<file path="config.mk">
export PLATFORM = sky130hd
export DESIGN_NAME = mpu_result_queue
export DESIGN_NICKNAME = d
export VERILOG_FILES = /design/src/hdl/mpu_pkg.sv /design/src/hdl/mpu_result_queue.sv
export SDC_FILE = /design/constraint.sdc
export NUM_CORES = 1
export LEC_CHECK = 0
export BUFFER_PORTS_ARGS = -buffer_cell sky130_fd_sc_hd__buf_2
export CORE_MARGIN = 8
export CORE_UTILIZATION = 51
export CTS_CLUSTER_DIAMETER = 200
export DETAILED_ROUTE_END_ITERATION = 10
export PLACE_DENSITY = 0.85
export SYNTH_ARGS = -nofsm -noshare
export SYNTH_HDL_FRONTEND = slang
export SYNTH_SLANG_ARGS = --single-unit
</file>
<file path="constraint.sdc">
create_clock -name clk -period 2 [get_ports clk]
set_input_delay 0.1 -clock clk [delete_from_list [all_inputs] [get_ports clk]]
set_output_delay 0.1 -clock clk [all_outputs]
set_load 0.01 [all_outputs]
</file>
<file path="src/hdl/mpu_pkg.sv">
`default_nettype none

package mpu_pkg;

    // Task and region sizing
    localparam int TASKS = 8;
    localparam int ROWS = 4;
    localparam int ID_W = 3;
    localparam int ADDR_W = 16;
    localparam int PRIO_W = 8;
    localparam int DESC_W = 32;

    // CSR address of task 0, row 0
    localparam logic [11:0] CSR_BASE = 12'h400;

    // Result queue and credit sizing
    localparam int QUEUE_DEPTH = 2;
    localparam int RSP_CREDITS = 2;
    localparam int QPTR_W = (QUEUE_DEPTH > 1) ? $clog2(QUEUE_DEPTH) : 1;
    localparam int QCNT_W = $clog2(QUEUE_DEPTH + 1);
    localparam int CRED_W = $clog2(RSP_CREDITS + 1);

    // Descriptor layout, base is a word address
    localparam int DESC_BASE_LSB = 0;
    localparam int DESC_BASE_MSB = 13;
    localparam int DESC_LEN_LSB = 14;
    localparam int DESC_LEN_MSB = 29;
    localparam int DESC_WR_BIT = 30;
    localparam int DESC_RD_BIT = 31;

    // Major opcodes of the memory instructions
    typedef enum logic [6:0] {
        OP_LOAD  = 7'b0000011,
        OP_STORE = 7'b0100011
    } mem_op_t;

    // Same encoding as funct3 of csrrw, csrrs and csrrc
    typedef enum logic [1:0] {
        CSR_WRITE = 2'b01,
        CSR_SET   = 2'b10,
        CSR_CLEAR = 2'b11
    } csr_op_t;

endpackage

`default_nettype wire

</file>
<file path="src/hdl/mpu_result_queue.sv">
`timescale 1ns/1ns
`default_nettype none

module mpu_result_queue (
    input  logic                        clk,
    input  logic                        reset,
    input  logic                        s2_valid,
    input  logic                        s2_fault,
    input  logic [mpu_pkg::ADDR_W-1:0]  s2_addr,
    input  logic [mpu_pkg::ID_W-1:0]    s2_id,
    input  logic                        rsp_credit,
    output logic                        rsp_valid,
    output logic                        rsp_fault,
    output logic [mpu_pkg::ADDR_W-1:0]  rsp_addr,
    output logic [mpu_pkg::ID_W-1:0]    rsp_id,
    output logic                        req_credit
);

    import mpu_pkg::*;

    // Entry is {fault, addr, id}
    logic [ADDR_W+ID_W:0] entries [QUEUE_DEPTH];
    logic [QPTR_W-1:0]    wr_ptr;
    logic [QPTR_W-1:0]    rd_ptr;
    logic [QCNT_W-1:0]    fill;
    logic [CRED_W-1:0]    credits;
    logic                 empty;
    logic                 full;
    logic                 pop;

    function automatic logic [QPTR_W-1:0] next_ptr(input logic [QPTR_W-1:0] ptr);
        logic [QPTR_W-1:0] nxt;
        if (int'(ptr) == QUEUE_DEPTH - 1) begin
            nxt = '0;
        end else begin
            nxt = ptr + 1'b1;
        end
        return nxt;
    endfunction

    assign empty = (fill == '0);
    assign full  = (fill == QCNT_W'(QUEUE_DEPTH));

    // Send whenever there is both a result and a consumer credit
    assign pop        = !empty && (credits != '0);
    assign rsp_valid  = pop;
    assign req_credit = pop;
    assign {rsp_fault, rsp_addr, rsp_id} = entries[rd_ptr];

    always_ff @(posedge clk) begin
        if (reset) begin
            wr_ptr  <= '0;
            rd_ptr  <= '0;
            fill    <= '0;
            credits <= CRED_W'(RSP_CREDITS);
        end else begin
            if (s2_valid) begin
                wr_ptr <= next_ptr(wr_ptr);
            end
            if (pop) begin
                rd_ptr <= next_ptr(rd_ptr);
            end
            fill    <= fill + QCNT_W'(s2_valid) - QCNT_W'(pop);
            credits <= credits + CRED_W'(rsp_credit) - CRED_W'(pop);
        end
    end

    always_ff @(posedge clk) begin
        if (s2_valid) begin
            entries[wr_ptr] <= {s2_fault, s2_addr, s2_id};
        end
    end

    // Request credits bound the pipeline, so a full queue is never written
    a_no_overflow: assert property (@(posedge clk) disable iff (reset)
        s2_valid |-> !full)
        else $error("result written into a full queue");

    a_credit_bound: assert property (@(posedge clk) disable iff (reset)
        credits <= CRED_W'(RSP_CREDITS))
        else $error("consumer credit count above its limit");

    // Consumer may not return a credit it never spent
    a_credit_return: assert property (@(posedge clk) disable iff (reset)
        rsp_credit |-> credits != CRED_W'(RSP_CREDITS))
        else $error("credit returned while count already full");

endmodule

`default_nettype wire

</file>
==> impl_metrics.json <==
{
  "status": "finished clean",
  "utilization": 0.7019,
  "crit_path_end": "rsp_addr[1]",
  "drive_above_1_share": 0.4561,
  "ys_warn_count": 0,
  "cp-end-kind": "output port",
  "combinationalPowerShare": 0.162,
  "async_reset_ff_frac": 0,
  "die-area_um2": 5603,
  "path_class": "reg -> out",
  "hold_slack_ns": 0.01900,
  "die_y_um": 74.86,
  "grt-ovfl-total": 0,
  "cellPowerDensity_nw_per_um2": 864.7,
  "period_needed_ns": 1.670,
  "reg2reg_to": "fill[1]",
  "hold_class": "in -> reg",
  "grt_pass1_vias": 1151,
  "clock.fmax_mhz": 598.6,
  "final_nets": 196,
  "cts-buffers-inserted": 5,
  "required_ns": 1.90,
  "ys_ff_latch": 47,
  "reg2regPathDepth": 6,
  "p_sw_frac": 0.2247,
  "p_seq_frac": 0.576,
  "ioPinCount": 46,
  "r2r_start": "credits[1]",
  "rsz0062_at_grt": "no",
  "worst_slew_pin_slew_ns": 0.3418,
  "row_count": 21,
  "clock_latency_ns": 0.35,
  "cap_violations": 0,
  "antenna_cells": 0,
  "slew_violations": 0,
  "grt_max_degree": 21,
  "vdd_drop_max_v": 0.0004806,
  "io_buffers": 45,
  "clk_path_buf_depth": 2,
  "p_int_mw": 1.570,
  "slew_headroom": 0.7718,
  "nFillCells": 241,
  "yosysMostFrequentCell": "edfxtp_1",
  "vias": 1038,
  "synthDistinctLibCells": 21,
  "cts.htree.levels": 2,
  "power_mw": 2.025,
  "setup_viol": 0,
  "grt_usage": 0.1262,
  "r2r_slack_ns": 0.50,
  "ant_nets": 0,
  "setup_tns_ns": 0,
  "p_leak_nw": 0.9145,
  "cts_tree": "done",
  "drtIter0Drc": 52,
  "syn_area_per_cell_um2": 17.85,
  "dp_hpwl_um": 2258,
  "finalCritPeriodShare": 0.8352,
  "antenna_found_initial": 0,
  "syn_nets": 125,
  "worstPathArrival_ns": 1.57,
  "synth_edf_count": 40,
  "yosys_most_used_dff": "edfxtp_1",
  "crit_fanout": 14,
  "first_pass_iters": 4,
  "ys_seq_area_frac": 0.7592,
  "fin_skew_ns": 0.008232,
  "synth_area_leaders": "edfxtp_1 68%, mux2_2 13%, dfxtp_1 7.9%",
  "netlist.area_leader.share": 0.6799,
  "clockRootBuffer": "clkbuf_4",
  "core_area_um2": 3337,
  "start_util": 0.5294,
  "grt_pass1_wl_um": 5112,
  "hold_path_depth": 2,
  "syn_to_final_growth_pct": 32.58,
  "power.switching_uw": 455.0,
  "postSynthCellCount": 99,
  "wl_per_cell_um": 14.80,
  "drt-total-wl_um": 3211,
  "p_clk_frac": 0.261,
  "cts.sinks": 47,
  "netlist_area_um2": 1767,
  "clk_pin_slew_worst_paths_ns": 0.12,
  "synth_top_cell_by_area": "edfxtp_1",
  "drc": 0,
  "place_congestion": 0.6449,
  "synth_commonest_cells": "40 x edfxtp_1, 21 x mux2_2, 7 x dfxtp_1",
  "vias_per_cell": 4.783,
  "die_w_um": 74.86,
  "hold_violations": 0,
  "critPathLaunchType": "flip-flop"
}
[flip-flops by register name (all words and copies together) (netlist names), named ones only]
signal   count
entries     40
credits      2
fill         2
rd_ptr       1
wr_ptr       1
[area by class of cell]
cell class / count / area [um^2] / share of cell area
Clock buffer: 5 / 37.54 / 0.01603
Clock inverter: 3 / 38.79 / 0.01656
Multi-Input combinational cell: 48 / 406.6 / 0.1736
Sequential cell: 47 / 1341 / 0.5727
Tap cell: 46 / 57.56 / 0.02457
Timing Repair Buffer: 68 / 460.4 / 0.1966
[power groups by stage]
| stage | registers (mW) | logic [mW] | clock network [mW] |
|---|---|---|---|
| finish | 1.17 | 0.329 | 0.529 |
| global placement | 1.18 | 0.292 | 0 |
| CTS | 1.17 | 0.336 | 0.548 |
| global route | 1.18 | 0.364 | 0.572 |
| floorplan | 1.18 | 0.190 | 0 |
| detailed placement | 1.19 | 0.304 | 0 |
[worst min path at each step]
stage / start / to / slack, ns
floorplan: s2_id[0] / entries[0][0] / 0.20
global placement: s2_addr[12] / entries[0][15] / 0.29
detailed placement: s2_addr[14] / entries[1][17] / 0.29
CTS: reset / rd_ptr / 0.001
global route: reset / rd_ptr / 0.01
finish: reset / rd_ptr / 0.02
[routing by layer]
| layer | track usage | up-vias | wire [um] |
|---|---|---|---|
| li1 | - | 509 | - |
| met1 | 0.1287 | 491 | 1168 |
| met2 | 0.2313 | 31 | 1800 |
| met3 | 0.03063 | 7 | 176 |
| met4 | 0.06522 | 0 | 65 |
| met5 | 0 | - | 0 |
[logic make-up after synthesis]
group | synth area share
xor gates and xnor gates | 0.004958
buffers and inverters | 0.01204
muxes | 0.1395
DFF | 0.7592
AOI/OAI and AO/OA | 0.02124
and+or+nand+nor | 0.04888
adders and majority gates | 0.01416
[timing repair]
action,4_1_cts,5_1_grt
hold endpoints to repair,40,0
gates resized for setup,0,0
setup buffers,0,0
hold buffers,20,0
[cells in the final DEF (no fill, tap or decap), drive strengths merged]
cell | synthesis | routed
edfxtp | 40 | 40
mux2 | 21 | 21
ha | 2 | 2
dfxtp | 7 | 7
clkinv | 0 | 2
mux2i | 1 | 1
dlygate4sd3 | 0 | 20
nor2 | 6 | 6
nor2b | 5 | 5
nand2 | 1 | 1
bufinv | 0 | 1
nand2b | 1 | 1
or3 | 1 | 1
and2 | 1 | 1
buf | 3 | 48
a21o | 1 | 1
xnor2 | 1 | 1
clkbuf | 1 | 5
a21oi | 2 | 2
o21ai | 4 | 4
nor3b | 1 | 1
[through the flow]
step | setup WS [ns] | instances | area, um^2
floorplan | 0.3606 | 99 | 1767
global placement | 0.6253 | 189 | 2066
detailed placement | 0.5356 | 189 | 2066
CTS | 0.2846 | 217 | 2342
global route | 0.2508 | 217 | 2342
finish | 0.3295 | 217 | 2342
[critical path: stages, from the launching register on]
cell and delay (ns):
dfxtp_1 0.54, buf_12 0.20, mux2_2 0.34, buf_2 0.14
(Power assumes the default switching activity.)
