--- src/hdl/mpu_pkg.sv ---
`default_nettype none

package mpu_pkg;

    // Task and region sizing
    localparam int TASKS = 8;
    localparam int ROWS = 4;
    localparam int ID_W = 3;
    localparam int ADDR_W = 16;
    localparam int PRIO_W = 8;
    localparam int DESC_W = 32;

    // CSR address of task 0, row 0
    localparam logic [11:0] CSR_BASE = 12'h400;

    // Result queue and credit sizing
    localparam int QUEUE_DEPTH = 2;
    localparam int RSP_CREDITS = 2;
    localparam int QPTR_W = (QUEUE_DEPTH > 1) ? $clog2(QUEUE_DEPTH) : 1;
    localparam int QCNT_W = $clog2(QUEUE_DEPTH + 1);
    localparam int CRED_W = $clog2(RSP_CREDITS + 1);

    // Descriptor layout, base is a word address
    localparam int DESC_BASE_LSB = 0;
    localparam int DESC_BASE_MSB = 13;
    localparam int DESC_LEN_LSB = 14;
    localparam int DESC_LEN_MSB = 29;
    localparam int DESC_WR_BIT = 30;
    localparam int DESC_RD_BIT = 31;

    // Major opcodes of the memory instructions
    typedef enum logic [6:0] {
        OP_LOAD  = 7'b0000011,
        OP_STORE = 7'b0100011
    } mem_op_t;

    // Same encoding as funct3 of csrrw, csrrs and csrrc
    typedef enum logic [1:0] {
        CSR_WRITE = 2'b01,
        CSR_SET   = 2'b10,
        CSR_CLEAR = 2'b11
    } csr_op_t;

endpackage

`default_nettype wire

--- src/hdl/mpu_fault_decide.sv ---
`timescale 1ns/1ns
`default_nettype none

module mpu_fault_decide (
    input  logic                                   clk,
    input  logic                                   reset,
    input  logic                                   s1_valid,
    input  logic [mpu_pkg::ADDR_W-1:0]             s1_addr,
    input  logic [6:0]                             s1_op,
    input  logic [mpu_pkg::ID_W-1:0]               s1_id,
    input  logic                                   s1_grant,
    input  logic [mpu_pkg::TASKS*mpu_pkg::ADDR_W-1:0] frame_bases,
    output logic                                   s2_valid,
    output logic                                   s2_fault,
    output logic [mpu_pkg::ADDR_W-1:0]             s2_addr,
    output logic [mpu_pkg::ID_W-1:0]               s2_id
);

    import mpu_pkg::*;

    logic [ADDR_W-1:0] frame_base;
    logic              below_frame;
    logic              is_mem;
    logic              fault;

    assign frame_base  = frame_bases[int'(s1_id)*ADDR_W +: ADDR_W];
    assign below_frame = s1_addr < frame_base;
    assign is_mem      = (s1_op == OP_LOAD) || (s1_op == OP_STORE);

    // Own stack frame is always open, below it a region must grant
    assign fault = is_mem && below_frame && !s1_grant;

    always_ff @(posedge clk) begin
        if (reset) begin
            s2_valid <= 1'b0;
        end else begin
            s2_valid <= s1_valid;
        end
    end

    always_ff @(posedge clk) begin
        if (s1_valid) begin
            s2_fault <= fault;
            s2_addr  <= s1_addr;
            s2_id    <= s1_id;
        end
    end

endmodule

`default_nettype wire

--- config.mk ---
export PLATFORM = sky130hd
export DESIGN_NAME = mpu_fault_decide
export DESIGN_NICKNAME = d
export VERILOG_FILES = /design/src/hdl/mpu_pkg.sv /design/src/hdl/mpu_fault_decide.sv
export SDC_FILE = /design/constraint.sdc
export NUM_CORES = 1
export LEC_CHECK = 0
export BUFFER_PORTS_ARGS = -buffer_cell sky130_fd_sc_hd__buf_2
export CAP_MARGIN = 30
export CORE_AREA = 4 4 77 79
export CTS_CLUSTER_SIZE = 16
export DETAILED_ROUTE_END_ITERATION = 16
export DIE_AREA = 0 0 81 83
export HOLD_SLACK_MARGIN = 0.08
export PLACE_DENSITY = 0.91
export REMOVE_ABC_BUFFERS = 1
export SLEW_MARGIN = 20
export SYNTH_ARGS = -nofsm -noshare
export SYNTH_HDL_FRONTEND = slang
export SYNTH_SLANG_ARGS = --single-unit
--- constraint.sdc ---
create_clock -name clk -period 3.1 [get_ports clk]
set_input_delay 0.31 -clock clk [delete_from_list [all_inputs] [get_ports clk]]
set_output_delay 0.31 -clock clk [all_outputs]
set_load 0.01 [all_outputs]
==> out/metrics.yaml, run 1 <==
clock_network:
  ctsHoldBuffers: 0
  cts_buffers: 3
  cts_setup_buffers: 0
  cts_tree: "yes"
  cts.clk_slew.worst_paths_ps: 80
  cts_resized: 0
  cts_root_buf: "clkbuf_8"
  cts.sinks: 21
  htree_levels: 1
  cts_buffer_depth: 2
drt:
  drt_iter0_drc: 54
  route.detailed.drc: 0
  ant_nets: 0
  first_pass_iters: 4
  avgRoutedWirePerCell_um: 17.25
  finalWirelength_mm: 6.364
  vias: 1932
  routed_via_density: 5.236
yosys:
  synth.avg_cell_area_sq_um: 15.94
  synth_top_cell_by_area: "mux4_2"
  synth_ff_type: "edfxtp_1"
  synth-edff-count: 20
  yosysUniqueCellTypes: 26
  yosys-top-cells-count: "mux4_2, edfxtp_1, ha_1, mux2i_1, buf_6"
  synth-seq-area-share: 0.3244
  ys_ff_latch: 21
  synthCells: 120
  synth_area_leaders: "mux4_2, edfxtp_1, ha_1"
  yosys_warnings: 0
  synth_area_sq_mm: 0.001913
  yosys.area.top_type_share: 0.3767
  async_flop_share: 0
  yosysMostFrequentCell: "mux4_2"
cells_and_area:
  diodes: 0
  fin_cells: 369
  area_growth_pct: 52.52
  drive_gt1_frac: 0.7340
  final_nets: 471
  n_fill_cell: 501
power:
  ir_worst_vdd_mv: 0.1308
  power.leakage_nw: 1.423
  power_density_mw_per_mm2: 291.8
sta:
  rsz0062_at_grt: "no"
  hold_viol_final: 0
  worst_pin_slew_ps: 620.5
  max_clock_freq_mhz: 398.0
  relSlewSlack: 0.5864
  slew_viol_final: 0
  min_period_ps: 2513
  min_period_over_period: 0.8105
  setup_viol_count_final: 0
  setup_tns_ps: 0
  whs_ps: 197.7
critical_path:
  crit_required_ps: 3110
  crit_path_end_kind: "register"
  critical-path-slowest-cell: "mux4_2"
  crit_path_max_incr_delay_ps: 510
  cp_top_family: "multiplexers"
  cp_num_buf_inv: 2
  cp.depth: 9
  critPathMaxFanout: 18
  crit_arrival_ps: 2530
  crit_type: "in2reg"
  start_kind: "input port"
  crit_chain: "buf_2, buf_12, mux4_2, mux2i_1, ha_1, nand4_1, nor4_1, o2111ai_1, o311a_1"
die:
  rows: 27
  die_w_um: 81
  initial_core_util: 0.3584
  die_area_sq_mm: 0.006723
  die_y_um: 83
  io_pins: 179
  core_sq_mm: 0.005338
hold_path:
  hold_path.class: "in2reg"
  holdPathStages: 2
placed_design:
  dp.cells: 365
  port_buffers: 177
  place_congestion: 0.7800
  hpwl_mm: 5.527
global_route:
  grt_usage: 0.1969
  grt_overflow: 0
  antenna_found_initial: 0
  grt_pass1_vias: 2278
  grt_pass1_wl_mm: 10.33
  grt_start_max_net_pins: 26
run_status:
  status: "complete, no violations"
flow_run:
  cap_viol_max_count: 0
-- cell type report --
type / count / area [sq um] / share of cell area
Clock inverter: 1 / 5.005 / 0.001715
Clock buffer: 3 / 41.29 / 0.01415
Multi-Input combinational cell: 89 / 1221 / 0.4185
Inverter: 1 / 3.754 / 0.001286
Tap cell: 72 / 90.09 / 0.03087
Timing Repair Buffer: 182 / 935.9 / 0.3208
Sequential cell: 21 / 620.6 / 0.2127
-- final timing paths --
kind                     start                   to  slack, ps
worst max-delay path  s1_id[0]   s2_fault$_DFFE_PP_        590
worst min-delay path     reset  s2_valid$_SDFF_PP0_        200
-- stage by stage --
step	power, mW	cell area, sq um	setup slack [ps]	utilization
after floorplan	0.5017	1846	979.2	-
after global placement	0.6689	2872	346.9	0.5380
after detailed placement	0.6836	2872	246.0	0.5380
after CTS	0.8675	2918	533.3	0.5466
after global routing	0.9234	2918	329.3	0.5466
final	0.8513	2918	587.4	0.5466
-- sequential cells by signal (all words and copies together) (netlist names) --
name	count
s2_addr	16
s2_fault	1
s2_valid	1
s2_id	3
-- layer usage --
metal | global-route usage | share of wire | up-vias
met5 | 0 | 0 | -
met2 | 0.3682 | 0.55 | 112
met4 | 0.06144 | 0.016 | 0
met3 | 0.02820 | 0.076 | 12
met1 | 0.2237 | 0.35 | 921
li1 | - | - | 887
-- cells by family after synthesis --
kind of cell,synth area share
multiplexers,0.4552
flip-flops,0.3244
AO/OA/AOI/OAI,0.04447
adder cells (fa/ha/maj),0.09810
buffers and inverters,0.03727
AND/OR/NAND/NOR,0.04055
-- cells in the final DEF, fill, tap and decap left out, types with 2 or more instances in the layout --
master	count
edfxtp_1	20
a21o_1	2
nor4_1	2
nand4_1	3
nand2_1	3
buf_2	177
buf_4	4
a21oi_1	3
mux4_2	32
nor2_1	3
ha_1	15
mux2i_1	15
o21ai_0	2
clkbuf_8	3
-- power breakdown --
group	switching [mW]	leakage, nW	internal (mW)
Combinational	0.139	1.19	0.195
Clock	0.0892	0.0255	0.0894
Sequential	0.00469	0.204	0.334
No activity file was read; power rests on OpenSTA's default activity.
==> inputs of run 2 (changes only) <==
clock period = 2.5 ns   (was 3.1 ns; I/O delays follow)
==> out/metrics.yaml, run 2 (same netlist as run 1, synthesis figures left out) <==
sta:
  whs_ps: 140.2
  slew_viol_final: 0
  relSlewSlack: 0.6693
  max_clock_freq_mhz: 437.1
  min_period_over_period: 0.9152
  min_period_ps: 2288
  hold_viol_final: 0
  setup_viol_count_final: 0
  rsz0062_at_grt: "no"
  setup_ws_ps: 212.1
  worst_pin_slew_ps: 494.8
power:
  ir_worst_vdd_mv: 0.2084
  power.share.combinational: 0.398
  swShare: 0.2717
  power_density_mw_per_mm2: 357.9
  p_seq_frac: 0.395
  switchingPower_mw: 0.2891
  power.leakage_nw: 1.452
  clock_power_share: 0.207
  cellInternalPower_mw: 0.7748
  power_mw: 1.064
drt:
  first_pass_iters: 4
  route.detailed.drc: 0
  ant_nets: 0
  routed_via_density: 5.142
  finalWirelength_mm: 6.445
  vias: 1918
  avgRoutedWirePerCell_um: 17.28
  drt_iter0_drc: 29
critical_path:
  crit_required_ps: 2630
  cp_num_buf_inv: 2
  cp_top_family: "compound AO/OA/AOI/OAI gates"
  crit_chain: "buf_2, buf_4, mux4_2, mux2i_1, ha_1, a2111oi_1, nand3_1, o2111ai_1, o311a_1"
  crit_path_max_incr_delay_ps: 520
  start_kind: "input port"
  crit_path_end_kind: "register"
  crit_type: "in2reg"
  critPathMaxFanout: 5
  critical-path-slowest-cell: "a2111oi_1"
  crit_arrival_ps: 2420
hold_path:
  whs_endpoint: "s2_valid$_SDFF_PP0_"
  hold_path.class: "in2reg"
  holdPathStages: 2
  worstHoldStart: "reset"
flow_run:
  cap_viol_max_count: 0
clock_network:
  cts_setup_buffers: 0
  cts_resized: 0
  cts_root_buf: "clkbuf_8"
  cts.clk_slew.worst_paths_ps: 80
  cts_tree: "yes"
  cts_buffers: 3
  htree_levels: 1
  cts.sinks: 21
  cts_buffer_depth: 2
  ctsHoldBuffers: 0
cells_and_area:
  largest_register_ffs: 16
  layout_common_cells: "buf_2, mux4_2, edfxtp_1"
  area_growth_pct: 55.40
  final_nets: 475
  utilization: 0.5570
  top_regs: "s2_addr (16), s2_id (3)"
  diodes: 0
  top_register: "s2_addr"
  drive_gt1_frac: 0.7375
  n_fill_cell: 492
  layout_commonest_cell: "buf_2"
die:
  io_pins: 179
  core_sq_mm: 0.005338
  die_y_um: 83
  die_w_um: 81
  rows: 27
  die_area_sq_mm: 0.006723
  initial_core_util: 0.3584
global_route:
  grt_start_max_net_pins: 22
  grt_overflow: 0
  grt_pass1_vias: 2305
  antenna_found_initial: 0
  grt_pass1_wl_mm: 10.09
  grt_usage: 0.1931
run_status:
  status: "complete, no violations"
placed_design:
  hpwl_mm: 5.702
  place_ws_ps: -71.29
  port_buffers: 177
  place_congestion: 0.8060
==> run 2: cell count changes in the layout (fill, tap and decap cells not counted) <==
cell,delta
buf_12,+2
buf_4,+2
==> run 2: through the flow <==
step                      TNS (ps)  std cells  cell area (sq um)
final                            0        373               2973
after global routing             0        373               2973
after CTS                        0        373               2973
after detailed placement    -71.29        369               2927
after global placement      -47.15        369               2927
after floorplan                  0        111               1846
==> run 2: how the worst max path moves through the flow <==
stage / from / end / slack [ps] / cells past startpoint
CTS: s1_id[0] / s2_fault$_DFFE_PP_ / 210 / 10
finish: s1_id[0] / s2_fault$_DFFE_PP_ / 210 / 9
detailed placement: s1_id[0] / s2_fault$_DFFE_PP_ / -70 / 10
global placement: s1_id[0] / s2_fault$_DFFE_PP_ / -50 / 9
floorplan: s1_id[0] / s2_fault$_DFFE_PP_ / 440 / 7
global route: s1_id[0] / s2_fault$_DFFE_PP_ / 30 / 9
==> run 2: per-layer routing <==
layer	track usage	routed length [um]
met2	0.3854	3613
met5	0	0
met4	0.05684	161
met1	0.1849	2126
met3	0.04772	544
==> run 2: power groups by stage <==
stage	clock [mW]	combinational (mW)	sequential (mW)
2_1_floorplan	0	0.178	0.444
3_3_place_gp	0	0.411	0.427
3_5_place_dp	0	0.427	0.428
4_1_cts	0.233	0.428	0.421
5_1_grt	0.252	0.470	0.422
6_report	0.220	0.424	0.420
==> run 2: cell type report <==
| class | instances | area [sq um] | share of cell area |
|---|---|---|---|
| Multi-Input combinational cell | 89 | 1221 | 0.4108 |
| Timing Repair Buffer | 186 | 991.0 | 0.3333 |
| Sequential cell | 21 | 620.6 | 0.2088 |
| Tap cell | 72 | 90.09 | 0.03030 |
| Clock buffer | 3 | 41.29 | 0.01389 |
| Clock inverter | 1 | 5.005 | 0.001684 |
| Inverter | 1 | 3.754 | 0.001263 |
