`src/hdl/mpu_pkg.sv`:
```
`default_nettype none

package mpu_pkg;

    // Task and region sizing
    localparam int TASKS = 8;
    localparam int ROWS = 4;
    localparam int ID_W = 3;
    localparam int ADDR_W = 16;
    localparam int PRIO_W = 8;
    localparam int DESC_W = 32;

    // CSR address of task 0, row 0
    localparam logic [11:0] CSR_BASE = 12'h400;

    // Result queue and credit sizing
    localparam int QUEUE_DEPTH = 2;
    localparam int RSP_CREDITS = 2;
    localparam int QPTR_W = (QUEUE_DEPTH > 1) ? $clog2(QUEUE_DEPTH) : 1;
    localparam int QCNT_W = $clog2(QUEUE_DEPTH + 1);
    localparam int CRED_W = $clog2(RSP_CREDITS + 1);

    // Descriptor layout, base is a word address
    localparam int DESC_BASE_LSB = 0;
    localparam int DESC_BASE_MSB = 13;
    localparam int DESC_LEN_LSB = 14;
    localparam int DESC_LEN_MSB = 29;
    localparam int DESC_WR_BIT = 30;
    localparam int DESC_RD_BIT = 31;

    // Major opcodes of the memory instructions
    typedef enum logic [6:0] {
        OP_LOAD  = 7'b0000011,
        OP_STORE = 7'b0100011
    } mem_op_t;

    // Same encoding as funct3 of csrrw, csrrs and csrrc
    typedef enum logic [1:0] {
        CSR_WRITE = 2'b01,
        CSR_SET   = 2'b10,
        CSR_CLEAR = 2'b11
    } csr_op_t;

endpackage

`default_nettype wire

```
`src/hdl/mpu_frame_tracker.sv`:
```
`timescale 1ns/1ns
`default_nettype none

module mpu_frame_tracker (
    input  logic                                   clk,
    input  logic                                   reset,
    input  logic                                   ctx_valid,
    input  logic [mpu_pkg::ID_W-1:0]               ctx_id,
    input  logic [mpu_pkg::PRIO_W-1:0]             ctx_prio,
    input  logic [mpu_pkg::ADDR_W-1:0]             ctx_sp,
    output logic [mpu_pkg::TASKS*mpu_pkg::ADDR_W-1:0] frame_bases
);

    import mpu_pkg::*;

    logic [PRIO_W-1:0] last_prio;
    logic              prio_change;

    // Only a new priority level opens a new stack frame
    assign prio_change = ctx_valid && (ctx_prio != last_prio);

    always_ff @(posedge clk) begin
        if (reset) begin
            frame_bases <= '0;
            last_prio   <= '0;
        end else if (prio_change) begin
            frame_bases[int'(ctx_id)*ADDR_W +: ADDR_W] <= ctx_sp;
            last_prio <= ctx_prio;
        end
    end

endmodule

`default_nettype wire

```
`config.mk`:
```
export PLATFORM = sky130hd
export DESIGN_NAME = mpu_frame_tracker
export DESIGN_NICKNAME = d
export VERILOG_FILES = /design/src/hdl/mpu_pkg.sv /design/src/hdl/mpu_frame_tracker.sv
export SDC_FILE = /design/constraint.sdc
export NUM_CORES = 1
export LEC_CHECK = 0
export BUFFER_PORTS_ARGS = -buffer_cell sky130_fd_sc_hd__buf_2
export CORE_UTILIZATION = 47
export DETAILED_ROUTE_END_ITERATION = 10
export PLACE_DENSITY = 0.85
export SKIP_CTS_REPAIR_TIMING = 1
export SKIP_LAST_GASP = 1
export SYNTH_ARGS = -nofsm -noshare
export SYNTH_HDL_FRONTEND = slang
export SYNTH_SLANG_ARGS = --single-unit
```
`constraint.sdc`:
```
create_clock -name clk -period 2.08 [get_ports clk]
set_clock_uncertainty 0.15 [all_clocks]
set_input_delay 0.208 -clock clk [delete_from_list [all_inputs] [get_ports clk]]
set_output_delay 0.208 -clock clk [all_outputs]
set_load 0.03 [all_outputs]
```
==> results.yml, run 1 <==
setup_path:
  arrival_ns: 2.15
  r2r-start: "last_prio[7]"
  timing.critical_path.required_ns: 2.20
  path_max_fanout: 17
  worstReg2RegEnd: "frame_bases[3]"
  r2r_setup_slack_ns: 0.05
  path_delay_family: "buffers and inverters"
  crit_slowest_cell: "dfxtp_1"
  path_cells: "xnor2_2, nand4_4, buf_4, o21ai_2, buf_12, mux2i_1, nor2_1"
  worstSetupEndpointType: "flip-flop"
  start_kind: "flip-flop"
  reg2reg_depth: 7
  worst-path-buf-inv: 2
  worstSetupPathType: "reg2reg"
  worst_path_largest_cell_delay_ns: 0.33
global_route:
  grt_pass1_vias: 4484
  antenna_found_initial: 0
  grt_use_total_pct: 25.8
  grt_max_degree: 137
  grt_pass1_wl_mm: 24.3
  overflow: 0
route:
  vias: 4861
  drt_pre_antenna_iters: 8
  postRouteAntennaNets: 0
  vias_per_cell: 5.40
  routed_wl_mm: 15.9
  drt_iter0_markers: 337
  drc: 0
  wl_per_cell_microns: 17.7
sta:
  hold_violations: 0
  period_needed_ns: 2.03
  clock.fmax_ghz: 0.492
  finalCritPeriodShare_pct: 97.6
  timing.final.ws_setup_ns: 0.0493
  finalSetupViolations: 0
  finalMaxSlewViolations: 0
  worstMarginPinSlew_ns: 0.607
  slew_headroom_pct: 59.5
logic_synthesis:
  yosysTopAreaCell: "dfxtp_1"
  synth-main-ff-cell: "dfxtp_1"
  syn-cell-area_sq_um: 5550
  synth_warnings: 0
  async_reset_ff_share_pct: 0
  synth.net_count: 619
  synth-seq-area-share_pct: 49.1
  synth_common_cells: "dfxtp_1, nor2_1, mux2i_1"
  synth.distinct_cells: 37
  netlist_top_cells_area: "dfxtp_1, mux2i_1, a21oi_1"
  synth-edff-count: 0
  yosysMostFrequentCell: "dfxtp_1"
  yosys.area.top_type_share_pct: 49.1
  synth-seq-cells: 136
  syn_inst: 586
  synth_area_per_cell_sq_um: 9.47
clock_tree:
  clock_sink_count: 136
  cts_buffers: 17
  clk_path_buf_depth: 2
  cts_root_buffer: "clkbuf_16"
  cts-htree-levels: 4
  cts_tree: "yes"
  clk_latency_ns: 0.41
  cts.reportedPaths.clkPinSlew_ns: 0.05
power:
  total_power_mw: 6.03
  leakagePower_nw: 3.53
  peakVddDrop_v: 0.000738
  power_density_nw_per_um2: 836
worst_hold_path:
  min_to: "frame_bases[105]"
  hold_start: "ctx_sp[9]"
  whs_path_depth: 3
  hold_path_class: "in2reg"
floorplanning:
  row_count: 39
  pin_count: 158
  die_x_microns: 111
  die_h_microns: 111
  core_area_sq_um: 11500
  die_area_sq_um: 12200
  start_util_pct: 48.4
job:
  cap_violations: 0
place:
  place_ws_ns: -0.0688
  routabilityCongestion: 0.805
  numPortBuffers: 157
  hpwl_mm: 10.2
cells_and_area:
  nNetsFinal: 779
  insertedDiodeCount: 0
  drive_above_1_share_pct: 32.5
  area_growth_syn_to_layout_pct: 30.2
run_status:
  status: "finished, final reports clean"
==> worst min-delay path, delay by kind of cell <==
| kind | cells | cell delay, ns |
|---|---|---|
| AO/OA/AOI/OAI | 1 | 0.06 |
| buffers and inverters | 1 | 0.17 |
| AND/OR/NAND/NOR | 1 | 0.09 |
==> logic make-up after synthesis <==
group                      Yosys count  synth area share, %
AOI/OAI and AO/OA                   95                 9.88
buffers and inverters               68                 6.27
xor gates and xnor gates             8                 2.35
DFF                                136                 49.1
and+or+nand+nor                    208                 19.5
muxes                               68                 12.3
adders and majority gates            3                0.677
==> sequential cells by signal (all words and copies together) (netlist names) <==
| name | count |
|---|---|
| last_prio | 8 |
| frame_bases | 128 |
==> routing by layer <==
metal / share of wire, % / track usage (%) / vias up
met5: 0 / 0 / -
met4: 3.2 / 12.6 / 0
met3: 5.7 / 6.15 / 39
met2: 48 / 41.6 / 192
met1: 43 / 32.5 / 2304
li1: - / - / 2326
==> worst max path at each step <==
stage | startpoint | end | slack (ns) | cells after the start
final | last_prio[7] | frame_bases[3] | 0.05 | 7
after global routing | last_prio[7] | frame_bases[3] | -0.04 | 7
after CTS | last_prio[7] | frame_bases[52] | 0.03 | 6
after detailed placement | ctx_id[0] | frame_bases[32] | -0.07 | 9
after global placement | ctx_id[0] | frame_bases[35] | -0.02 | 9
after floorplan | ctx_id[0] | frame_bases[10] | 0.008 | 11
==> cells in the final DEF, fill, tap and decap left out, types with 4 or more instances in the layout <==
master and n:
buf_2 156, nand4_1 16, clkbuf_1 6, o21ai_1 13, dfxtp_1 136, or3b_1 4, nor2_1 71, a21oi_1 62
nand2_1 47, dlygate4sd3_1 9, o21ai_0 6, o21ai_2 4, clkbuf_8 4, mux2i_1 68, nand3b_1 7, xnor2_2 8
nor3_2 4, nand3_1 31, buf_12 7, or3_1 12, buf_4 21, clkbuf_16 17, inv_1 15, o21ai_4 4
==> final cells by class <==
| class | count | area (sq um) |
|---|---|---|
| Fill cell | 917 | 4250 |
| Sequential cell | 136 | 2720 |
| Multi-Input combinational cell | 382 | 2540 |
| Timing Repair Buffer | 193 | 1170 |
| Clock buffer | 27 | 503 |
| Tap cell | 143 | 179 |
| Inverter | 16 | 62.6 |
| Clock inverter | 3 | 40.0 |
==> where the power goes <==
part / leakage [nW] / switching (mW) / internal, mW / total (mW)
combinational: 2.17 / 0.380 / 0.202 / 0.582
sequential: 1.10 / 0.0254 / 2.65 / 2.67
clock: 0.267 / 1.02 / 1.75 / 2.78
total: 3.53 / 1.43 / 4.61 / 6.03
==> per-stage QoR <==
step | hold slack (ns) | std cells | cell area, sq um | TNS, ns | util [%]
after floorplan | 0.202 | 586 | 5580 | 0 | -
after global placement | 0.285 | 861 | 6560 | -0.0242 | 57.2
after detailed placement | 0.292 | 861 | 6560 | -0.663 | 57.2
after CTS | -0.0718 | 891 | 7110 | 0 | 62.0
after global routing | 0.0221 | 900 | 7220 | -0.0363 | 63.0
final | 0.0228 | 900 | 7220 | 0 | 63.0
Power figures use the tool's default switching activity.
==> run 2: changes to the inputs <==
Settings changed: MAX_ROUTING_LAYER set to met4.
==> results.yml, run 2 (synthesis gave the netlist of run 1 again) <==
sta:
  slew_headroom_pct: 58.5
  finalMaxSlewViolations: 0
  timing.final.ws_setup_ns: 0.0577
  finalCritPeriodShare_pct: 97.2
  setup_tns_ns: 0
  finalSetupViolations: 0
  clock.fmax_ghz: 0.494
  hold_slack_ns: 0.0133
  period_needed_ns: 2.02
  worstMarginPinSlew_ns: 0.622
  hold_violations: 0
clock_tree:
  clk_path_buf_depth: 2
  cts_tree: "yes"
  clk_latency_ns: 0.41
  cts_root_buffer: "clkbuf_16"
  clock_sink_count: 136
  cts.reportedPaths.clkPinSlew_ns: 0.06
  cts_buffers: 17
  cts-htree-levels: 4
setup_path:
  path_cells: "xnor2_2, nand4_4, buf_4, o21ai_2, buf_12, mux2i_1, nor2_1"
  worst-path-buf-inv: 2
  timing.critical_path.required_ns: 2.20
  worst_path_largest_cell_delay_ns: 0.33
  worstSetupEndpointType: "flip-flop"
  arrival_ns: 2.14
  worstSetupPathType: "reg2reg"
  path_max_fanout: 17
  path_delay_family: "buffers and inverters"
  start_kind: "flip-flop"
  crit_slowest_cell: "dfxtp_1"
cells_and_area:
  layout_common_cells: "buf_2, dfxtp_1, nor2_1"
  area_growth_syn_to_layout_pct: 30.2
  fin_area_sq_um: 7220
  largest_register_ffs: 128
  top_regs: "frame_bases x128, last_prio x8"
  drive_above_1_share_pct: 32.5
  insertedDiodeCount: 0
  fillCellCount: 917
  nNetsFinal: 779
  regMostFlops: "frame_bases"
  mostFrequentLayoutCell: "buf_2"
floorplanning:
  pin_count: 158
  die_x_microns: 111
  start_util_pct: 48.4
  core_area_sq_um: 11500
  row_count: 39
  die_area_sq_um: 12200
  die_h_microns: 111
global_route:
  grt_pass1_vias: 4478
  grt_pass1_wl_mm: 24.3
  overflow: 0
  antenna_found_initial: 0
  grt_max_degree: 137
  grt_use_total_pct: 26.6
power:
  leakagePower_nw: 3.53
  peakVddDrop_v: 0.000743
  power_density_nw_per_um2: 838
route:
  drc: 0
  vias: 4841
  wl_met3_microns: 948
  drt_pre_antenna_iters: 6
  highest_layer: "met4"
  wl_per_cell_microns: 17.7
  routed_wl_mm: 16.0
  drt_iter0_markers: 353
  vias_per_cell: 5.38
  postRouteAntennaNets: 0
  met1_length_mm: 6.88
  met2RoutedLength_mm: 7.65
worst_hold_path:
  hold_path_class: "in2reg"
job:
  cap_violations: 0
place:
  hpwl_mm: 10.2
  numPortBuffers: 157
  place_area_sq_um: 6560
  place_ws_ns: -0.0688
  routabilityCongestion: 0.817
run_status:
  status: "finished, final reports clean"
## run 2: layout make-up
| class | count | area, sq um | share of cell area (%) |
|---|---|---|---|
| Sequential cell | 136 | 2720 | 37.7 |
| Multi-Input combinational cell | 382 | 2540 | 35.2 |
| Timing Repair Buffer | 193 | 1170 | 16.2 |
| Clock buffer | 27 | 503 | 6.97 |
| Tap cell | 143 | 179 | 2.48 |
| Inverter | 16 | 62.6 | 0.867 |
| Clock inverter | 3 | 40.0 | 0.555 |
## run 2: path summary, 6_finish.rpt
path,to,cells after the start,slack (ns),start
worst max-delay path,frame_bases[3],7,0.06,last_prio[7]
worst min-delay path,frame_bases[105],3,0.01,ctx_sp[9]
worst max register to register,frame_bases[3],7,0.06,last_prio[7]
worst min register to register,frame_bases[47],2,0.30,frame_bases[47]
## run 2: where the power goes
part	switching (mW)	internal, mW	leakage (nW)
clock	1.04	1.76	0.267
sequential	0.0254	2.65	1.10
combinational	0.380	0.202	2.17
## run 2: per-stage QoR
step | power, mW | std cells | utilization (%)
finish | 6.05 | 900 | 63.0
global route | 6.24 | 900 | 63.0
CTS | 6.06 | 891 | 62.0
detailed placement | 3.29 | 861 | 57.2
global placement | 3.28 | 861 | 57.2
floorplan | 3.09 | 586 | -
## run 2: metal layers
layer	global-route usage, %	vias up
met4	12.6	0
li1	-	2322
met5	-	-
met3	5.60	36
met1	33.0	2280
met2	41.4	203
## run 2: worst min-delay path: stages
cell and delay (ns):
buf_2 0.17, nand4_1 0.08, a21oi_1 0.06
