--- src/hdl/mpu_pkg.sv ---
`default_nettype none

package mpu_pkg;

    // Task and region sizing
    localparam int TASKS = 8;
    localparam int ROWS = 4;
    localparam int ID_W = 3;
    localparam int ADDR_W = 16;
    localparam int PRIO_W = 8;
    localparam int DESC_W = 32;

    // CSR address of task 0, row 0
    localparam logic [11:0] CSR_BASE = 12'h400;

    // Result queue and credit sizing
    localparam int QUEUE_DEPTH = 2;
    localparam int RSP_CREDITS = 2;
    localparam int QPTR_W = (QUEUE_DEPTH > 1) ? $clog2(QUEUE_DEPTH) : 1;
    localparam int QCNT_W = $clog2(QUEUE_DEPTH + 1);
    localparam int CRED_W = $clog2(RSP_CREDITS + 1);

    // Descriptor layout, base is a word address
    localparam int DESC_BASE_LSB = 0;
    localparam int DESC_BASE_MSB = 13;
    localparam int DESC_LEN_LSB = 14;
    localparam int DESC_LEN_MSB = 29;
    localparam int DESC_WR_BIT = 30;
    localparam int DESC_RD_BIT = 31;

    // Major opcodes of the memory instructions
    typedef enum logic [6:0] {
        OP_LOAD  = 7'b0000011,
        OP_STORE = 7'b0100011
    } mem_op_t;

    // Same encoding as funct3 of csrrw, csrrs and csrrc
    typedef enum logic [1:0] {
        CSR_WRITE = 2'b01,
        CSR_SET   = 2'b10,
        CSR_CLEAR = 2'b11
    } csr_op_t;

endpackage

`default_nettype wire

--- src/hdl/mpu_region_match.sv ---
`timescale 1ns/1ns
`default_nettype none

module mpu_region_match (
    input  logic                                clk,
    input  logic                                reset,
    input  logic                                req_valid,
    input  logic [mpu_pkg::ADDR_W-1:0]          req_addr,
    input  logic [6:0]                          req_op,
    input  logic [mpu_pkg::ID_W-1:0]            req_id,
    input  logic [mpu_pkg::TASKS*mpu_pkg::ROWS*mpu_pkg::DESC_W-1:0] regions,
    output logic                                s1_valid,
    output logic [mpu_pkg::ADDR_W-1:0]          s1_addr,
    output logic [6:0]                          s1_op,
    output logic [mpu_pkg::ID_W-1:0]            s1_id,
    output logic                                s1_grant
);

    import mpu_pkg::*;

    logic [ROWS*DESC_W-1:0] task_desc;
    logic [DESC_W-1:0]      row_desc [ROWS];
    logic [ADDR_W-1:0]      bot_addr [ROWS];
    logic [ADDR_W-1:0]      top_addr [ROWS];
    logic [ROWS-1:0]        row_hit;
    logic                   grant;

    // Descriptors of the requesting task only
    assign task_desc = regions[int'(req_id)*ROWS*DESC_W +: ROWS*DESC_W];

    always_comb begin
        grant = 1'b0;
        for (int r = 0; r < ROWS; r++) begin
            row_desc[r] = task_desc[r*DESC_W +: DESC_W];
            bot_addr[r] = {row_desc[r][DESC_BASE_MSB:DESC_BASE_LSB], 2'b00};
            // Top wraps in 16 bits, inclusive bound
            top_addr[r] = bot_addr[r] + row_desc[r][DESC_LEN_MSB:DESC_LEN_LSB];
            row_hit[r]  = (req_addr >= bot_addr[r]) && (req_addr <= top_addr[r]);
            if (row_hit[r]) begin
                case (mem_op_t'(req_op))
                    OP_LOAD:  grant = grant | row_desc[r][DESC_RD_BIT];
                    OP_STORE: grant = grant | row_desc[r][DESC_WR_BIT];
                    default:  grant = grant;
                endcase
            end
        end
    end

    always_ff @(posedge clk) begin
        if (reset) begin
            s1_valid <= 1'b0;
        end else begin
            s1_valid <= req_valid;
        end
    end

    // Request payload travels with its grant
    always_ff @(posedge clk) begin
        if (req_valid) begin
            s1_addr  <= req_addr;
            s1_op    <= req_op;
            s1_id    <= req_id;
            s1_grant <= grant;
        end
    end

endmodule

`default_nettype wire

--- config.mk ---
export PLATFORM = sky130hd
export DESIGN_NAME = mpu_region_match
export DESIGN_NICKNAME = d
export VERILOG_FILES = /design/src/hdl/mpu_pkg.sv /design/src/hdl/mpu_region_match.sv
export SDC_FILE = /design/constraint.sdc
export NUM_CORES = 1
export LEC_CHECK = 0
export BUFFER_PORTS_ARGS = -buffer_cell sky130_fd_sc_hd__clkbuf_2
export CORE_AREA = 2 2 426 428
export CTS_CLUSTER_DIAMETER = 60
export CTS_CLUSTER_SIZE = 30
export DETAILED_ROUTE_END_ITERATION = 8
export DIE_AREA = 0 0 428 430
export GPL_TIMING_DRIVEN = 1
export PLACE_DENSITY_LB_ADDON = 0.05
export SETUP_SLACK_MARGIN = 0.3
export SYNTH_ARGS = -nofsm -noshare
export SYNTH_HDL_FRONTEND = slang
export SYNTH_SLANG_ARGS = --single-unit
export TNS_END_PERCENT = 100
--- constraint.sdc ---
create_clock -name clk -period 11.2 [get_ports clk]
set_input_delay 0.56 -clock clk [delete_from_list [all_inputs] [get_ports clk]]
set_output_delay 0.56 -clock clk [all_outputs]
set_load 0.005 [all_outputs]
==> flow_metrics.py, run 1 <==
metrics = {
    "cells_and_area": {
        "final_util": 0.120,
        "layout_commonest_cell": "clkbuf_2",
        "nets": 3402,
        "final_layout_size_suffix_gt1_frac": 0.655,
        "syn_to_final_growth_pct": 62.5,
        "layout_common_cells": "1077 x clkbuf_2, 260 x mux4_2, 172 x ha_1",
    },
    "clock_network": {
        "cts.htree.levels": 1,
        "clock_path_buffers": 2,
        "postCtsSetupBuffers": 0,
        "numCtsBuffers": 3,
        "ctsResizeCount": 0,
        "cts_tree": "yes",
        "cts_hold_buf": 0,
        "cts_sinks": 28,
        "cts.clk_slew.worst_paths_ns": 0.09,
        "cts_root_buffer": "clkbuf_16",
    },
    "global_route": {
        "grt_first_pass_wirelength_mm": 158,
        "grt_max_degree": 85,
        "grt_usage": 0.127,
        "grt_antenna_before_repair": 57,
        "grt_pass1_vias": 16605,
        "grt-ovfl-total": 0,
    },
    "floorplan": {
        "coreArea_sq_um": 180000,
        "rows": 156,
        "pin_count": 1081,
        "die_area_sq_um": 184000,
        "start_util": 0.0741,
        "die_w_microns": 428,
        "die-height_microns": 430,
    },
    "synthesis": {
        "synth_area_leaders": "mux4_2 44%, ha_1 16%, edfxtp_1 6.1%, mux2_2 5.0%, mux2i_1 4.6%",
        "synthFlopType": "edfxtp_1",
        "syn-num-nets": 2370,
        "async_flop_share": 0,
        "ys_ff_latch": 28,
        "synth_enable_flop_cells": 27,
        "synth_area_sq_um": 13300,
        "synth_top_cell_by_area": "mux4_2",
        "ys_seq_area_frac": 0.0624,
        "avgSynthCellArea_sq_um": 11.7,
        "yosysWarnings": 0,
        "syn_inst": 1141,
        "synthDistinctLibCells": 48,
        "yosysTopAreaCellShare": 0.439,
    },
    "timing": {
        "drv_slew": 0,
        "period_minus_slack_ns": 6.33,
        "fmax_ghz": 0.158,
        "setup_viol": 0,
        "tightestPinTransition_ns": 0.975,
        "hold_ws_ns": 0.398,
        "fin_tns_setup_ns": 0,
        "rsz0062_at_grt": "false",
        "hold_viol_final": 0,
        "period_share": 0.565,
        "slew_headroom": 0.349,
    },
    "power_and_ir_drop": {
        "power_uw": 1540,
        "power.density_nw_per_um2": 71.0,
        "peakVddDrop_mv": 0.0537,
        "p_leak_uw": 0.00978,
    },
    "detailed_routing": {
        "totalWireLength_mm": 121,
        "vias_per_cell": 3.35,
        "dr.pass1.iters": 5,
        "drt_iter0_markers": 646,
        "drc": 0,
        "num_vias": 15224,
        "postRouteAntennaNets": 0,
        "wl_per_cell_microns": 26.7,
    },
    "worst_setup_path": {
        "timing_worst_setup_path_type": "in2reg",
        "end_kind": "flip-flop",
        "crit_fanout": 48,
        "required_ns": 11.22,
        "cp-start-kind": "primary input",
        "arrival_ns": 6.35,
    },
    "place": {
        "dp_hpwl_mm": 108,
        "io_buffers": 1080,
        "place.gp.congestion": 0.833,
    },
    "flow_run": {
        "drv_cap": 0,
    },
    "min_path": {
        "min_path_type": "in2reg",
    },
    "outcome": {
        "outcome": "complete, no violations",
    },
}
## path summary, 6_finish.rpt
| kind | start | to | slack (ns) | cells after the start |
|---|---|---|---|---|
| min | reset | s1_valid | 0.40 | 2 |
| max | req_id[0] | s1_grant | 4.87 | 19 |
## metal layers
metal  share of wire  wire (microns)  vias to the layer above  global-route usage
li1                -               -                     6828                   -
met1            0.41           49400                     7603               0.153
met2            0.53           64100                      691               0.239
met3           0.060            7280                       74              0.0306
met4          0.0045             552                       28             0.00349
met5          0.0015             181                        -                   0
## critical path, cell delays in order
cell and delay, ns:
buf_8 0.47, buf_4 0.57, mux4_2 0.63, mux2_2 0.30
ha_1 0.21, fa_1 0.41, a21o_1 0.17, a21oi_1 0.22
o21bai_1 0.14, a2111o_1 0.44, a31o_2 0.24, a21oi_1 0.18
xor2_1 0.11, ha_1 0.28, and4_1 0.22, nand4_1 0.14
o21a_1 0.21, o2111ai_1 0.59, nand4_1 0.14
## metrics by stage
stage                     setup WS [ns]  cells  instance area (sq um)
final                              4.87   4551                  21700
after global routing               4.23   4544                  21600
after CTS                          4.67   4542                  21600
after detailed placement           4.34   4538                  21600
after global placement             4.30   4538                  21600
after floorplan                    5.75   1141                  13300
## sequential cells by signal, summed over array words and instances (netlist names)
register  flops
s1_addr      16
s1_grant      1
s1_id         3
s1_op         7
s1_valid      1
## Yosys cell counts (5+ instances only)
master      n
a211oi_1   11
a21o_1     19
a21oi_1    69
a311oi_1    6
a31oi_1     5
buf_1       7
buf_2      16
buf_4      16
clkbuf_1   29
edfxtp_1   27
ha_1      172
inv_1      70
mux2_2     59
mux2i_1    61
mux4_2    260
nand2_1    41
nand2b_1    5
nand3_1    16
nand4_1    17
nor2_1     47
nor2b_1    21
nor3_1     17
o211ai_1   15
o21a_1      6
o21ai_0    29
o21bai_1    8
xnor2_1    21
xor2_1     29
## where the power goes
group	internal, uW	switching, uW
clock network	48.7	53.7
registers	124	2.26
logic	622	688
total	794	744
## cells by family after synthesis
group,after synthesis,share of synthesized area
flops,28,0.0624
xor+xnor,50,0.0329
fa+ha+maj,176,0.168
simple gates,177,0.0640
compound gates,189,0.0907
mux,380,0.535
buf+inv,141,0.0474
## cell type report
class	instances	area [sq um]
clock inverters	1	3.75
flip-flops and latches	28	831
multi-input cells	972	11900
inverters	70	263
clock buffers	3	75.1
well taps	2370	2970
fillers	20712	158000
diodes	9	22.5
repair buffers	1098	5630
No activity file was read; power rests on OpenSTA's default activity.
==> inputs of run 2 (changes only) <==
--- a/config.mk
+++ b/config.mk
@@ -6,11 +6,11 @@
 export NUM_CORES = 1
 export LEC_CHECK = 0
 export BUFFER_PORTS_ARGS = -buffer_cell sky130_fd_sc_hd__clkbuf_2
-export CORE_AREA = 2 2 426 428
+export CORE_AREA = 2 2 425 427
 export CTS_CLUSTER_DIAMETER = 60
 export CTS_CLUSTER_SIZE = 30
 export DETAILED_ROUTE_END_ITERATION = 8
-export DIE_AREA = 0 0 428 430
+export DIE_AREA = 0 0 427 429
 export GPL_TIMING_DRIVEN = 1
 export PLACE_DENSITY_LB_ADDON = 0.05
 export SETUP_SLACK_MARGIN = 0.3
==> constraint.sdc (replaced) <==
create_clock -name clk -period 5.43 [get_ports clk]
set_input_delay 0.2715 -clock clk [delete_from_list [all_inputs] [get_ports clk]]
set_output_delay 0.2715 -clock clk [all_outputs]
set_load 0.005 [all_outputs]
==> flow_metrics.py, run 2 (synthesis results as in run 1) <==
metrics = {
    "cells_and_area": {
        "final_layout_size_suffix_gt1_frac": 0.674,
        "nets": 3492,
        "layout_commonest_cell": "clkbuf_2",
        "design_area_sq_um": 22600,
        "top_regs": "s1_addr x16, s1_op x7, s1_id x3",
        "max_flop_register": "s1_addr",
        "largest_register_ffs": 16,
        "syn_to_final_growth_pct": 69.3,
        "stdcell_count": 4625,
        "layout_common_cells": "1077 x clkbuf_2, 260 x mux4_2, 172 x ha_1",
    },
    "floorplan": {
        "pin_count": 1081,
        "die-height_microns": 429,
        "start_util": 0.0748,
        "die_area_sq_um": 183000,
        "rows": 155,
        "die_w_microns": 427,
        "coreArea_sq_um": 178000,
    },
    "timing": {
        "period_share": 0.885,
        "hold_viol_final": 0,
        "fin_ws_ns": 0.624,
        "tightestPinTransition_ns": 0.840,
        "drv_slew": 0,
        "setup_viol": 0,
        "rsz0062_at_grt": "false",
        "hold_ws_ns": 0.110,
        "slew_headroom": 0.424,
        "fmax_ghz": 0.208,
        "period_minus_slack_ns": 4.81,
    },
    "detailed_routing": {
        "vias_per_cell": 3.38,
        "drt_iter0_markers": 645,
        "wl_per_cell_microns": 26.8,
        "postRouteAntennaNets": 0,
        "drc": 0,
        "dr.pass1.iters": 5,
        "num_vias": 15622,
        "totalWireLength_mm": 124,
    },
    "worst_setup_path": {
        "arrival_ns": 4.97,
        "timing_worst_setup_path_type": "in2reg",
        "required_ns": 5.59,
        "cp-start-kind": "primary input",
        "end_kind": "flip-flop",
        "crit_fanout": 15,
    },
    "clock_network": {
        "clock_path_buffers": 2,
        "cts.htree.levels": 1,
        "cts_hold_buf": 0,
        "numCtsBuffers": 3,
        "cts_sinks": 28,
        "cts.clk_slew.worst_paths_ns": 0.09,
        "cts_root_buffer": "clkbuf_16",
        "cts_tree": "yes",
    },
    "global_route": {
        "grt-ovfl-total": 0,
        "grt_antenna_before_repair": 57,
        "grt_max_degree": 59,
        "grt_usage": 0.129,
        "grt_pass1_vias": 17494,
        "grt_first_pass_wirelength_mm": 160,
    },
    "min_path": {
        "min_path_type": "in2reg",
        "hold_end": "s1_valid",
        "hold-path-cell-count": 2,
        "worstHoldStart": "reset",
    },
    "power_and_ir_drop": {
        "p_leak_uw": 0.0103,
        "power_uw": 3300,
        "power.density_nw_per_um2": 146,
        "peakVddDrop_mv": 0.111,
    },
    "place": {
        "place.gp.congestion": 0.863,
        "io_buffers": 1080,
        "dp_hpwl_mm": 113,
        "dp_slack_ns": -0.203,
        "dpl.cell_count": 4603,
        "dpl_cell_area_sq_um": 22200,
    },
    "flow_run": {
        "drv_cap": 0,
    },
    "outcome": {
        "outcome": "complete, no violations",
    },
}
-- run 2: changes by cell type in the layout (fill, tap and decap cells not counted), moves of 3 or more --
cell,before,now
buf_4,13,85
mux2i_1,61,55
buf_6,0,6
mux2i_2,0,6
buf_12,5,11
buf_16,0,3
-- run 2: metrics by stage --
step                      setup TNS (ns)  utilization
final                                  0        0.127
after global routing                   0        0.127
after CTS                              0        0.125
after detailed placement          -0.203        0.125
after global placement            -0.201        0.125
after floorplan                        0            -
-- run 2: power breakdown --
group / switching (uW) / leakage, uW / internal (uW)
sequential: 3.96 / 0.000272 / 255
combinational: 1460 / 0.00997 / 1380
clock: 109 / 0.0000386 / 100
-- run 2: how the worst max path moves through the flow --
stage,endpoint,slack (ns),cells past startpoint,start
3_5_place_dp,s1_grant,-0.20,21,req_id[0]
5_1_grt,s1_grant,0.30,21,req_id[0]
3_3_place_gp,s1_grant,-0.20,21,req_id[0]
6_report,s1_grant,0.62,21,req_id[0]
4_1_cts,s1_grant,0.33,21,req_id[0]
2_1_floorplan,s1_grant,0.31,21,req_id[0]
-- run 2: final cells by class --
class	instances	area (sq um)
inverter	70	263
tap	2355	2950
antenna	8	20.0
timing repair buffer	1188	6510
clock inverter	1	3.75
clock buffer	3	75.1
multi-input combinational	972	11900
sequential	28	831
fill	20543	155000
-- run 2: worst max-delay path: stages --
cell	delay, ns
buf_8	0.13
buf_16	0.19
buf_16	0.18
buf_4	0.14
buf_12	0.15
mux4_2	0.53
mux2_2	0.31
ha_1	0.26
or4_1	0.61
a311oi_2	0.24
buf_4	0.16
o21bai_1	0.06
a21oi_1	0.17
xor2_1	0.22
ha_1	0.27
and4_1	0.20
a221oi_1	0.31
o21a_1	0.17
o2111ai_1	0.12
buf_4	0.19
nand4_1	0.06
-- run 2: layer usage --
metal	wire [microns]	part of all wire	track usage
met2	64600	0.52	0.239
met1	50100	0.40	0.156
met4	586	0.0047	0.00675
met5	213	0.0017	0
met3	8340	0.067	0.0304
-- run 2: what timing repair did --
item | CTS | global route
resized for setup | 3 | 22
setup endpoints to repair | 1 | 1
buffers inserted | 0 | 8
pin swaps | 0 | 1
cloned | 0 | 2
==> inputs of run 3 (changes only) <==
--- a/config.mk
+++ b/config.mk
@@ -5,12 +5,13 @@
 export SDC_FILE = /design/constraint.sdc
 export NUM_CORES = 1
 export LEC_CHECK = 0
+export ABC_AREA = 1
 export BUFFER_PORTS_ARGS = -buffer_cell sky130_fd_sc_hd__clkbuf_2
-export CORE_AREA = 2 2 425 427
+export CORE_AREA = 2 2 427 429
 export CTS_CLUSTER_DIAMETER = 60
 export CTS_CLUSTER_SIZE = 30
 export DETAILED_ROUTE_END_ITERATION = 8
-export DIE_AREA = 0 0 427 429
+export DIE_AREA = 0 0 429 431
 export GPL_TIMING_DRIVEN = 1
 export PLACE_DENSITY_LB_ADDON = 0.05
 export SETUP_SLACK_MARGIN = 0.3
==> flow_metrics.py, run 3 <==
metrics = {
    "timing": {
        "period_minus_slack_ns": 4.69,
        "hold_viol_final": 0,
        "slew_headroom": 0.430,
        "fin_tns_setup_ns": 0,
        "rsz0062_at_grt": "false",
        "tightestPinTransition_ns": 0.851,
        "fmax_ghz": 0.213,
        "drv_slew": 0,
        "fin_ws_ns": 0.744,
        "period_share": 0.863,
        "setup_viol": 0,
    },
    "synthesis": {
        "avgSynthCellArea_sq_um": 5.44,
        "synth_top_cell_by_area": "nor2_1",
        "synthDistinctLibCells": 39,
        "yosysWarnings": 0,
        "ys_seq_area_frac": 0.0552,
        "syn-num-nets": 3993,
        "synth_area_leaders": "nor2_1 19%, o21ai_0 18%, ha_1 14%, nand2_1 7.3%, o22ai_1 6.7%",
        "async_flop_share": 0,
        "ys_ff_latch": 28,
        "synth_enable_flop_cells": 27,
        "synth.most_common_cell": "nor2_1",
        "yosysTopAreaCellShare": 0.188,
        "synth_area_sq_um": 15000,
        "syn_inst": 2764,
        "synthTopCellsByCount": "753 x nor2_1, 527 x o21ai_0, 294 x nand2_1",
        "synthFlopType": "edfxtp_1",
    },
    "clock_network": {
        "cts.htree.levels": 1,
        "cts_hold_buf": 0,
        "clock_path_buffers": 2,
        "cts_root_buffer": "clkbuf_16",
        "cts_sinks": 28,
        "cts.clk_slew.worst_paths_ns": 0.12,
        "numCtsBuffers": 3,
        "postCtsSetupBuffers": 0,
        "cts_tree": "yes",
        "ctsResizeCount": 0,
    },
    "worst_setup_path": {
        "cp-start-kind": "primary input",
        "required_ns": 5.52,
        "startpoint": "req_id[1]",
        "crit_fanout": 46,
        "arrival_ns": 4.77,
        "timing_worst_setup_path_type": "in2reg",
        "end_kind": "flip-flop",
    },
    "min_path": {
        "hold-path-cell-count": 2,
        "hold_end": "s1_valid",
        "worstHoldStart": "reset",
        "min_path_type": "in2reg",
    },
    "floorplan": {
        "die-height_microns": 431,
        "die_area_sq_um": 185000,
        "pin_count": 1081,
        "die_w_microns": 429,
        "rows": 156,
        "start_util": 0.0835,
        "coreArea_sq_um": 180000,
    },
    "detailed_routing": {
        "vias_per_cell": 3.74,
        "dr.pass1.iters": 6,
        "num_vias": 23186,
        "postRouteAntennaNets": 0,
        "totalWireLength_mm": 150,
        "drc": 0,
        "drt_iter0_markers": 961,
        "wl_per_cell_microns": 24.2,
    },
    "power_and_ir_drop": {
        "p_int_uw": 1490,
        "power_frac_comb": 0.847,
        "p_leak_uw": 0.0117,
        "peakVddDrop_mv": 0.156,
        "switchingPower_uw": 1930,
        "power.density_nw_per_um2": 143,
        "swShare": 0.564,
        "clock_power_share": 0.077,
        "seqPwrFrac": 0.076,
    },
    "cells_and_area": {
        "syn_to_final_growth_pct": 59.4,
        "nets": 5035,
        "top_regs": "s1_addr x16, s1_op x7, s1_id x3",
        "layout_common_cells": "1077 x clkbuf_2, 753 x nor2_1, 527 x o21ai_0",
        "final_layout_size_suffix_gt1_frac": 0.343,
        "final_util": 0.133,
        "layout_commonest_cell": "clkbuf_2",
        "max_flop_register": "s1_addr",
        "largest_register_ffs": 16,
    },
    "global_route": {
        "grt_usage": 0.155,
        "grt_max_degree": 83,
        "grt-ovfl-total": 0,
        "grt_antenna_before_repair": 55,
        "grt_pass1_vias": 24620,
        "grt_first_pass_wirelength_mm": 201,
    },
    "flow_run": {
        "drv_cap": 0,
    },
    "outcome": {
        "outcome": "complete, no violations",
    },
    "place": {
        "dp_hpwl_mm": 130,
        "place.gp.congestion": 0.843,
        "dp_slack_ns": 0.355,
        "io_buffers": 1080,
    },
}
==> run 3: cell count changes after synthesis, moves of 106 or more <==
cell	previous run	this run
nor2_1	47	753
o22ai_1	0	161
nand2_1	41	294
mux4_2	260	0
o21ai_0	29	527
inv_1	70	176
==> run 3: power by group through the flow <==
stage | combinational [uW] | clock [uW] | sequential (uW)
detailed placement | 3010 | 0 | 265
floorplan | 1560 | 0 | 267
CTS | 3020 | 298 | 261
global route | 3310 | 293 | 262
finish | 2900 | 264 | 260
global placement | 3060 | 0 | 266
==> run 3: worst max-delay path, cell delays in order <==
cell	delay [ns]
buf_8	0.16
inv_8	0.36
buf_12	0.26
o21ai_0	0.18
o22ai_1	0.17
nor2_1	0.07
a31oi_1	0.47
buf_4	0.24
ha_1	0.29
a21oi_1	0.16
nand2_1	0.15
a21oi_1	0.29
o21ai_0	0.21
a21oi_1	0.20
xor2_1	0.09
ha_1	0.30
nand2_1	0.05
inv_1	0.07
o21ai_0	0.08
a21oi_1	0.13
nor2_1	0.06
nand2_1	0.07
nand2_1	0.05
nand3_1	0.08
nand4_1	0.08
==> run 3: layout make-up <==
type	count	area, sq um
clock buffers	4	78.8
fillers	21639	156000
diodes	19	47.5
inverters	199	778
multi-input cells	2340	12500
repair buffers	1234	6770
flip-flops and latches	28	831
well taps	2370	2970
==> run 3: worst max-delay path by stage <==
stage	to	slack [ns]	depth (start not counted)
after CTS	s1_grant	0.74	27
after global placement	s1_grant	0.33	25
after detailed placement	s1_grant	0.36	27
after floorplan	s1_grant	1.63	26
after global routing	s1_grant	0.32	25
final	s1_grant	0.74	25
==> run 3: cell families (layout without fill, tap and decap cells) <==
kind of cell,Yosys count,count (layout),synth area share
AND/OR/NAND/NOR,1164,1164,0.302
buffers and inverters,396,1437,0.114
AO/OA/AOI/OAI,951,951,0.352
adder cells (fa/ha/maj),176,176,0.148
XOR/XNOR,49,49,0.0285
flip-flops,28,28,0.0552
other,0,19,0
==> run 3: layer usage <==
metal  GRT usage  part of all wire  vias up  wire [microns]
li1            -                 -    11570               -
met1       0.192              0.44    10727           65300
met2       0.277              0.50      774           74200
met3      0.0333             0.056       85            8450
met4      0.0234             0.011       30            1600
met5           0            0.0013        -             196
==> run 3: through the flow <==
| stage | std cells | total power [uW] | hold slack [ns] | instance area (sq um) |
|---|---|---|---|---|
| detailed placement | 6171 | 3270 | 0.434 | 23800 |
| global route | 6184 | 3860 | 0.0557 | 23900 |
| global placement | 6171 | 3330 | 0.439 | 23800 |
| finish | 6194 | 3420 | 0.0715 | 24000 |
| CTS | 6175 | 3580 | 0.0369 | 23900 |
| floorplan | 2764 | 1820 | 0.343 | 15000 |
